## config.mk

```make
export PLATFORM = sky130hd
export DESIGN_NAME = decode_top
export DESIGN_NICKNAME = d
export VERILOG_FILES = /design/src/logic/cpu_types_pkg.sv /design/src/logic/pipe_types_pkg.sv /design/src/logic/control_unit.sv /design/src/logic/register_file.sv /design/src/logic/decode_stage.sv /design/src/logic/decode_top.sv
export VERILOG_INCLUDE_DIRS = /design/src /design/src/include
export SDC_FILE = /design/constraint.sdc
export NUM_CORES = 2
export LEC_CHECK = 0
export ABC_AREA = 0
export BUFFER_PORTS_ARGS = -buffer_cell sky130_fd_sc_hd__buf_2
export CAP_MARGIN = 20
export CORE_MARGIN = 5
export CORE_UTILIZATION = 65
export DETAILED_ROUTE_END_ITERATION = 10
export PLACE_DENSITY_LB_ADDON = 0.2
export SLEW_MARGIN = 20
export SYNTH_ARGS = -nofsm -noshare
export SYNTH_HDL_FRONTEND = slang
export SYNTH_SLANG_ARGS = --single-unit
```

## constraint.sdc

```tcl
create_clock -name CLK -period 11.6 [get_ports CLK]
set_input_delay 0.58 -clock CLK [delete_from_list [all_inputs] [get_ports CLK]]
set_output_delay 0.58 -clock CLK [all_outputs]
set_load 0.01 [all_outputs]
```

## src/include/decode_consts.svh

```systemverilog
// decode stage constants
`ifndef DECODE_CONSTS_SVH
`define DECODE_CONSTS_SVH

// machine word width in bits
`define WORD_W 32

// register file depth
`define REG_N 32

// bits needed to name one register
`define REG_W 5

// jal writes its return address here
`define LINK_REG 5'd31

// halt opcode, all ones
`define OP_HALT 6'b111111

`endif

```

## src/logic/cpu_types_pkg.sv

```systemverilog
// instruction set types
`include "decode_consts.svh"

package cpu_types_pkg;

	// basic data and register index
	typedef logic [`WORD_W-1:0] word_t;
	typedef logic [`REG_W-1:0] regbits_t;

	// primary opcodes, bits 31:26
	typedef enum logic [5:0] {
		RTYPE = 6'h00,
		J     = 6'h02,
		JAL   = 6'h03,
		BEQ   = 6'h04,
		BNE   = 6'h05,
		ADDI  = 6'h08,
		ADDIU = 6'h09,
		ANDI  = 6'h0c,
		ORI   = 6'h0d,
		LUI   = 6'h0f,
		LW    = 6'h23,
		SW    = 6'h2b,
		HALT  = `OP_HALT
	} opcode_t;

	// r-type function codes, bits 5:0
	typedef enum logic [5:0] {
		SLL = 6'h00,
		JR  = 6'h08,
		ADD = 6'h20,
		SUB = 6'h22,
		AND = 6'h24,
		OR  = 6'h25,
		SLT = 6'h2a
	} funct_t;

	// alu operations seen by execute
	typedef enum logic [3:0] {
		ALU_SLL = 4'h0,
		ALU_ADD = 4'h1,
		ALU_SUB = 4'h2,
		ALU_AND = 4'h3,
		ALU_OR  = 4'h4,
		ALU_SLT = 4'h5
	} aluop_t;

	// immediate extension modes
	typedef enum logic [1:0] {
		ZERO  = 2'd0,
		SIGN  = 2'd1,
		UPPER = 2'd2
	} ext_t;

endpackage

```

## src/logic/pipe_types_pkg.sv

```systemverilog
// pipeline packet types
`include "decode_consts.svh"

package pipe_types_pkg;

	// fetch to decode, instruction plus pc+4
	typedef struct packed {
		logic [`WORD_W-1:0] instr;
		cpu_types_pkg::word_t npc;
	} fetch_t;

	// writeback port into the register file
	typedef struct packed {
		logic wen;
		cpu_types_pkg::regbits_t wsel;
		cpu_types_pkg::word_t wdat;
	} writeback_t;

	// jump select, none / j-type target / jr register
	typedef enum logic [1:0] {
		JS_NONE   = 2'd0,
		JS_TARGET = 2'd1,
		JS_REG    = 2'd2
	} jumpsel_t;

	// control unit output bundle
	typedef struct packed {
		cpu_types_pkg::aluop_t alu_op;
		logic alu_src;
		cpu_types_pkg::ext_t ext_op;
		logic dren;
		logic dwen;
		logic beq;
		logic bne;
		jumpsel_t jump_sel;
		logic reg_wen;
		logic reg_dst;
		logic jal;
		logic mem_to_reg;
		logic halt;
	} ctrl_t;

	// decode to execute packet
	typedef struct packed {
		cpu_types_pkg::regbits_t rs;
		cpu_types_pkg::regbits_t rt;
		cpu_types_pkg::regbits_t rd;
		cpu_types_pkg::regbits_t rw;
		ctrl_t ctrl;
		cpu_types_pkg::word_t port_a;
		cpu_types_pkg::word_t port_b;
		cpu_types_pkg::word_t imm_ext;
		cpu_types_pkg::word_t jump_addr;
		cpu_types_pkg::word_t npc;
		logic [`WORD_W-1:0] instr;
	} decode_t;

endpackage

```

## src/logic/control_unit.sv

```systemverilog
// main control decoder
module control_unit (
	input cpu_types_pkg::opcode_t opcode,
	input cpu_types_pkg::funct_t funct,
	output pipe_types_pkg::ctrl_t ctrl
);

	import cpu_types_pkg::*;
	import pipe_types_pkg::*;

	always_comb begin
		// unknown encodings fall through as a no-op
		ctrl = '0;
		case (opcode)
			RTYPE: begin
				// register-register ops write rd
				case (funct)
					ADD: begin
						ctrl.alu_op = ALU_ADD;
						ctrl.reg_wen = 1'b1;
						ctrl.reg_dst = 1'b1;
					end
					SUB: begin
						ctrl.alu_op = ALU_SUB;
						ctrl.reg_wen = 1'b1;
						ctrl.reg_dst = 1'b1;
					end
					AND: begin
						ctrl.alu_op = ALU_AND;
						ctrl.reg_wen = 1'b1;
						ctrl.reg_dst = 1'b1;
					end
					OR: begin
						ctrl.alu_op = ALU_OR;
						ctrl.reg_wen = 1'b1;
						ctrl.reg_dst = 1'b1;
					end
					SLT: begin
						ctrl.alu_op = ALU_SLT;
						ctrl.reg_wen = 1'b1;
						ctrl.reg_dst = 1'b1;
					end
					SLL: begin
						// shift amount comes from the shamt field downstream
						ctrl.alu_op = ALU_SLL;
						ctrl.reg_wen = 1'b1;
						ctrl.reg_dst = 1'b1;
					end
					// jump through rs, no register write
					JR: ctrl.jump_sel = JS_REG;
					default: ctrl = '0;
				endcase
			end
			ADDI, ADDIU: begin
				ctrl.alu_op = ALU_ADD;
				ctrl.alu_src = 1'b1;
				ctrl.ext_op = SIGN;
				ctrl.reg_wen = 1'b1;
			end
			ANDI: begin
				// logical immediates are zero extended
				ctrl.alu_op = ALU_AND;
				ctrl.alu_src = 1'b1;
				ctrl.ext_op = ZERO;
				ctrl.reg_wen = 1'b1;
			end
			ORI: begin
				ctrl.alu_op = ALU_OR;
				ctrl.alu_src = 1'b1;
				ctrl.ext_op = ZERO;
				ctrl.reg_wen = 1'b1;
			end
			LUI: begin
				// upper immediate or'd with rs, which is $0 in a normal encoding
				ctrl.alu_op = ALU_OR;
				ctrl.alu_src = 1'b1;
				ctrl.ext_op = UPPER;
				ctrl.reg_wen = 1'b1;
			end
			LW: begin
				// base + offset, result from memory
				ctrl.alu_op = ALU_ADD;
				ctrl.alu_src = 1'b1;
				ctrl.ext_op = SIGN;
				ctrl.dren = 1'b1;
				ctrl.reg_wen = 1'b1;
				ctrl.mem_to_reg = 1'b1;
			end
			SW: begin
				ctrl.alu_op = ALU_ADD;
				ctrl.alu_src = 1'b1;
				ctrl.ext_op = SIGN;
				ctrl.dwen = 1'b1;
			end
			BEQ: begin
				// compare by subtract, offset sign extended
				ctrl.alu_op = ALU_SUB;
				ctrl.ext_op = SIGN;
				ctrl.beq = 1'b1;
			end
			BNE: begin
				ctrl.alu_op = ALU_SUB;
				ctrl.ext_op = SIGN;
				ctrl.bne = 1'b1;
			end
			J: ctrl.jump_sel = JS_TARGET;
			JAL: begin
				// link into r31
				ctrl.jump_sel = JS_TARGET;
				ctrl.reg_wen = 1'b1;
				ctrl.jal = 1'b1;
			end
			HALT: ctrl.halt = 1'b1;
			default: ctrl = '0;
		endcase
	end

	// memory stage must never see a load and a store at once
	always_comb begin
		assert (!(ctrl.dren && ctrl.dwen))
			else $error("control_unit: dren and dwen both set, opcode %h", opcode);
	end

endmodule

```

## src/logic/register_file.sv

```systemverilog
// register file
`include "decode_consts.svh"

module register_file (
	input logic CLK,
	input logic nRST,
	input logic wen,
	input cpu_types_pkg::regbits_t wsel,
	input cpu_types_pkg::regbits_t rsel1,
	input cpu_types_pkg::regbits_t rsel2,
	input cpu_types_pkg::word_t wdat,
	output cpu_types_pkg::word_t rdat1,
	output cpu_types_pkg::word_t rdat2
);

	import cpu_types_pkg::*;

	// storage, r0 included but never written
	word_t regs [`REG_N];

	always_ff @(posedge CLK, negedge nRST) begin
		if (!nRST) begin
			regs <= '{default: '0};
		end else if (wen && (wsel != '0)) begin
			regs[wsel] <= wdat;
		end
	end

	// combinational reads, no write bypass
	assign rdat1 = regs[rsel1];
	assign rdat2 = regs[rsel2];

	// r0 stays zero through reset and any writeback aimed at it
	assert property (@(posedge CLK) disable iff (!nRST)
		((rsel1 == '0) |-> (rdat1 == '0)) and ((rsel2 == '0) |-> (rdat2 == '0)))
		else $error("register_file: r0 read back nonzero");

endmodule

```

## src/logic/decode_stage.sv

```systemverilog
// decode pipeline stage
`include "decode_consts.svh"

module decode_stage (
	input logic CLK,
	input logic nRST,
	input logic fetch_valid,
	output logic fetch_ready,
	input pipe_types_pkg::fetch_t fetch,
	output logic dec_valid,
	input logic dec_ready,
	output pipe_types_pkg::decode_t dec,
	input logic flush,
	output logic halted,
	output cpu_types_pkg::opcode_t opcode,
	output cpu_types_pkg::funct_t funct,
	input pipe_types_pkg::ctrl_t ctrl,
	output cpu_types_pkg::regbits_t rsel1,
	output cpu_types_pkg::regbits_t rsel2,
	input cpu_types_pkg::word_t rdat1,
	input cpu_types_pkg::word_t rdat2
);

	import cpu_types_pkg::*;
	import pipe_types_pkg::*;

	// run until a halt is accepted, then stay put until reset
	typedef enum logic {
		RUN,
		HALTED
	} state_t;

	state_t state;

	// instruction fields
	regbits_t rs;
	regbits_t rt;
	regbits_t rd;
	logic [15:0] imm;
	word_t imm_ext;
	regbits_t rw;
	decode_t next_dec;
	logic accept;

	always_comb begin
		opcode = opcode_t'(fetch.instr[31:26]);
		funct = funct_t'(fetch.instr[5:0]);
		rs = fetch.instr[25:21];
		rt = fetch.instr[20:16];
		rd = fetch.instr[15:11];
		imm = fetch.instr[15:0];
	end

	// operand reads by rs and rt
	assign rsel1 = rs;
	assign rsel2 = rt;

	// immediate extension picked by the control unit
	always_comb begin
		case (ctrl.ext_op)
			SIGN: imm_ext = {{16{imm[15]}}, imm};
			UPPER: imm_ext = {imm, 16'h0000};
			default: imm_ext = {16'h0000, imm};
		endcase
	end

	// destination, r0 when nothing gets written
	always_comb begin
		if (!ctrl.reg_wen)
			rw = '0;
		else if (ctrl.jal)
			rw = `LINK_REG;
		else if (ctrl.reg_dst)
			rw = rd;
		else
			rw = rt;
	end

	// packet about to be latched
	always_comb begin
		next_dec.rs = rs;
		next_dec.rt = rt;
		next_dec.rd = rd;
		next_dec.rw = rw;
		next_dec.ctrl = ctrl;
		next_dec.port_a = rdat1;
		next_dec.port_b = rdat2;
		next_dec.imm_ext = imm_ext;
		// pc region bits, 26-bit target, word aligned
		next_dec.jump_addr = {fetch.npc[31:28], fetch.instr[25:0], 2'b00};
		next_dec.npc = fetch.npc;
		next_dec.instr = fetch.instr;
	end

	// take a new packet only when running, output free or draining, no flush
	assign fetch_ready = (state == RUN) && (!dec_valid || dec_ready) && !flush;
	assign accept = fetch_valid && fetch_ready;

	always_ff @(posedge CLK, negedge nRST) begin
		if (!nRST) begin
			dec_valid <= 1'b0;
		end else if (flush) begin
			// drop the held packet
			dec_valid <= 1'b0;
		end else if (accept) begin
			dec_valid <= 1'b1;
		end else if (dec_ready) begin
			dec_valid <= 1'b0;
		end
	end

	// payload only moves on accept
	always_ff @(posedge CLK) begin
		if (accept)
			dec <= next_dec;
	end

	always_ff @(posedge CLK, negedge nRST) begin
		if (!nRST) begin
			state <= RUN;
		end else begin
			case (state)
				// the halt packet itself is latched on this same edge
				RUN: if (accept && ctrl.halt) state <= HALTED;
				HALTED: state <= HALTED;
				default: state <= RUN;
			endcase
		end
	end

	assign halted = (state == HALTED);

	// a stalled packet holds still for the execute stage
	assert property (@(posedge CLK) disable iff (!nRST)
		(dec_valid && !dec_ready && !flush) |=> (dec_valid && $stable(dec)))
		else $error("decode_stage: dec changed under back-pressure");

endmodule

```

## src/logic/decode_top.sv

```systemverilog
// decode stage top level
module decode_top (
	input logic CLK,
	input logic nRST,
	input logic fetch_valid,
	output logic fetch_ready,
	input pipe_types_pkg::fetch_t fetch,
	output logic dec_valid,
	input logic dec_ready,
	output pipe_types_pkg::decode_t dec,
	input pipe_types_pkg::writeback_t writeback,
	input logic flush,
	output logic halted
);

	import cpu_types_pkg::*;
	import pipe_types_pkg::*;

	// decode to control unit
	opcode_t opcode;
	funct_t funct;
	ctrl_t ctrl;

	// decode to register file
	regbits_t rsel1;
	regbits_t rsel2;
	word_t rdat1;
	word_t rdat2;

	control_unit control_unit_inst (
		.opcode(opcode),
		.funct(funct),
		.ctrl(ctrl)
	);

	// writeback goes straight in
	register_file register_file_inst (
		.CLK(CLK),
		.nRST(nRST),
		.wen(writeback.wen),
		.wsel(writeback.wsel),
		.rsel1(rsel1),
		.rsel2(rsel2),
		.wdat(writeback.wdat),
		.rdat1(rdat1),
		.rdat2(rdat2)
	);

	decode_stage decode_stage_inst (
		.CLK(CLK),
		.nRST(nRST),
		.fetch_valid(fetch_valid),
		.fetch_ready(fetch_ready),
		.fetch(fetch),
		.dec_valid(dec_valid),
		.dec_ready(dec_ready),
		.dec(dec),
		.flush(flush),
		.halted(halted),
		.opcode(opcode),
		.funct(funct),
		.ctrl(ctrl),
		.rsel1(rsel1),
		.rsel2(rsel2),
		.rdat1(rdat1),
		.rdat2(rdat2)
	);

endmodule

```

==> impl_metrics.csv <==
group,metric,value,unit
route,num_vias,43300,
logic_synthesis,ys_warn_count,0,
cells_and_area,multi_input_area,28900,um2
logic_synthesis,syn_inst,4950,
critical_path,startpoint_type,"input port",
grt,grt_pass1_wl,277000,um
logic_synthesis,synthMuxAreaShare,0.349,
route,viasPerCell,6.83,
clocking,cts_tree,"built",
logic_synthesis,synthSimpleGateAreaFrac,0.0502,
run_status,status,"completed",
timing,rsz0062_at_grt,"false",
cells_and_area,final_cells,6333,
clocking,ctsResizeCount,0,
cells_and_area,nets,5073,
logic_synthesis,synth_area,62400,um2
timing,setup_viol,0,
min_path,min_path_cells,1,
pwr,leakagePower,32.3,nW
critical_path,end_kind,"flip-flop",
timing,fin_tns_setup,0,ns
floorplanning,fp-row-count,113,
logic_synthesis,synthAdderAreaFrac,0.000601,
place,place.gp.congestion,0.851,
cells_and_area,drive_gt1_frac,0.321,
clocking,cts_root_buffer,"clkbuf_16",
clocking,clock_latency,0.74,ns
timing,slew_headroom,0.202,
floorplanning,initial_core_util,0.656,
cells_and_area,final_util,0.721,
route,drtIter0Drc,4560,
clocking,cts_sinks,1207,
timing,fin_ws,8.15,ns
pwr,p_total,11.9,mW
cells_and_area,register_area,31100,um2
floorplanning,dieHeight,320,um
critical_path,cp_data_arrival_time,3.91,ns
clocking,htreeDepth,4,
route,drt_first_pass_iters,6,
critical_path,reg2reg_from,"decode_stage_inst.dec_valid$_DFFE_PN0P_",
min_path,worstHoldStart,"fetch[25]",
floorplanning,core,95200,um2
grt,track_usage,0.354,
grt,grt_antenna_before_repair,8,
logic_synthesis,yosysUniqueCellTypes,54,
grt,grt_overflow_total,0,
logic_synthesis,ys_seq_area_frac,0.498,
clocking,clkTransAtPathRegs,0.06,ns
grt,grt_max_degree,167,
critical_path,path_class,"in2reg",
timing,fin_worst_skew,0.0160,ns
place,dp_cells,6072,
timing,worst_slew_pin_slew,1.20,ns
place,post-place-ws,7.54,ns
critical_path,worst_r2r_path_depth,5,
timing,worst_hold_slack,0.0420,ns
pwr,ir_drop,0.132,mV
place,dpl.hpwl,96000,um
floorplanning,die_width,320,um
grt,grt_pass1_vias,43700,
logic_synthesis,synth_edf_count,181,
timing,slew_violations,0,
critical_path,crit_start,"fetch[54]",
cells_and_area,num-fill-cells,6484,
cells_and_area,area_growth,9.83,%
cells_and_area,final_common_cell,"dfrtp_1",
logic_synthesis,ys_async_sr_fraction,0.850,
pwr,p_per_area,173,nW/um2
min_path,hp-class,"in2reg",
route,wirelength,185000,um
logic_synthesis,synth_top_family_by_area,"multiplexers",
timing,fin_crit_sh,0.297,
timing,max_freq,290,MHz
logic_synthesis,synth_area_per_cell,12.6,um2
floorplanning,die_area,102000,um2
place,place_area,63900,um2
job,max_cap_viol_count,0,
clocking,clockBufferDepth,3,
route,post_drt_wl_per_cell,29.3,um
timing,hold_viol_final,0,
logic_synthesis,synth_xor_area_frac,0.000281,
route,ant_nets,0,
logic_synthesis,ys_seq_elements,1207,
place,portBuffers,336,
cells_and_area,mostFrequentLayoutCells,"dfrtp_1, mux2i_1, mux2_2, a22oi_1, buf_2",
critical_path,crit_fanout,92,
floorplanning,io_pins,340,
logic_synthesis,synth_flop_cell,"dfrtp_1",
cells_and_area,final_area,68600,um2
timing,min_period,3.45,ns
clocking,cts_inserted_buffers,131,
logic_synthesis,synth_compound_area_frac,0.0588,
critical_path,worstPathRequired,12.07,ns
route,post-route-drc-count,0,
worst max-delay path: stages:
cell,delay (ns)
buf_8,0.70
buf_4,0.82
buf_4,0.96
mux2i_1,0.31
a22oi_1,0.11
nand3_1,0.17
nand4_1,0.12
path summary, 6_finish.rpt:
check | slack [ns] | endpoint
setup reg to reg | 8.37 | decode_stage_inst.dec[152]$_DFFE_PP_
hold / removal | 0.04 | decode_stage_inst.dec[57]$_DFFE_PP_
min in group asynchronous | 0.42 | register_file_inst.regs[100]$_DFFE_PN0P_
max in group asynchronous | 8.95 | register_file_inst.regs[207]$_DFFE_PN0P_
hold reg to reg | 0.40 | register_file_inst.regs[996]$_DFFE_PN0P_
setup / recovery | 8.15 | decode_stage_inst.dec[177]$_DFFE_PP_
where the power goes:
group	total (mW)	switching [mW]	internal, mW
Clock	4.25	1.69	2.55
Sequential	5.60	0.576	5.02
Combinational	2.02	0.965	1.06
cell usage after synthesis (2+ instances only):
cell type / count / area [um2]
nor3_1: 2 / 10.0
edfxtp_1: 181 / 5440
mux2_2: 867 / 9760
and3b_1: 2 / 17.5
nor2_1: 28 / 105
nand2b_1: 4 / 25.0
nand4_1: 65 / 407
or2_2: 6 / 37.5
and2_1: 3 / 18.8
buf_12: 9 / 180
nor2_2: 4 / 25.0
nand3b_4: 3 / 60.1
dfrtp_1: 1026 / 25700
inv_1: 5 / 18.8
a31o_2: 2 / 17.5
nand2_1: 201 / 754
nor2b_1: 22 / 138
clkbuf_1: 266 / 998
mux2i_1: 1024 / 10200
mux2_1: 35 / 394
buf_2: 184 / 921
nor4b_1: 2 / 17.5
nor3b_1: 5 / 37.5
o2bb2ai_1: 5 / 43.8
a21oi_1: 177 / 886
nor3b_2: 2 / 25.0
o21ai_0: 2 / 10.0
mux2_4: 90 / 1350
ha_1: 3 / 37.5
nand3b_1: 2 / 15.0
nand3_1: 263 / 1320
a21o_1: 3 / 22.5
buf_1: 18 / 67.6
a22oi_1: 352 / 2640
buf_6: 3 / 33.8
or3b_1: 3 / 26.3
buf_4: 64 / 480
cells by family after synthesis:
logic type,Yosys count
multiplexers,2016
flip-flops,1207
AND/OR/NAND/NOR,626
buffers and inverters,549
AO/OA/AOI/OAI,546
adder cells (fa/ha/maj),3
XOR/XNOR,2
other,1
final cells by class:
type,instances,area share
antenna,5,0.000182
timing repair buffer,422,0.0365
clock buffer,196,0.0595
sequential,1207,0.454
inverter,5,0.000383
clock inverter,37,0.00504
multi-input combinational,3196,0.422
tap,1265,0.0231
repair_timing:
item / in CTS / in global routing
hold endpoints to repair: 99 / 0
hold buffers: 23 / 0
setup buffers: 0 / 0
setup endpoints to repair: 0 / 0
routing by layer:
| layer | share of wire | track usage | routed length (um) | vias to the layer above |
|---|---|---|---|---|
| met4 | 0.052 | 0.165 | 9710 | 2 |
| li1 | - | - | - | 18300 |
| met1 | 0.39 | 0.469 | 73200 | 22100 |
| met2 | 0.46 | 0.565 | 85900 | 2376 |
| met3 | 0.090 | 0.0747 | 16700 | 576 |
| met5 | 0.000059 | 0 | 11 | - |
flip-flops by register name (all words and copies together), names as in the netlist:
name	cells
register_file_inst.regs	1024
decode_stage_inst.halted	1
decode_stage_inst.dec_valid	1
decode_stage_inst.dec	181
(Power assumes the default switching activity.)
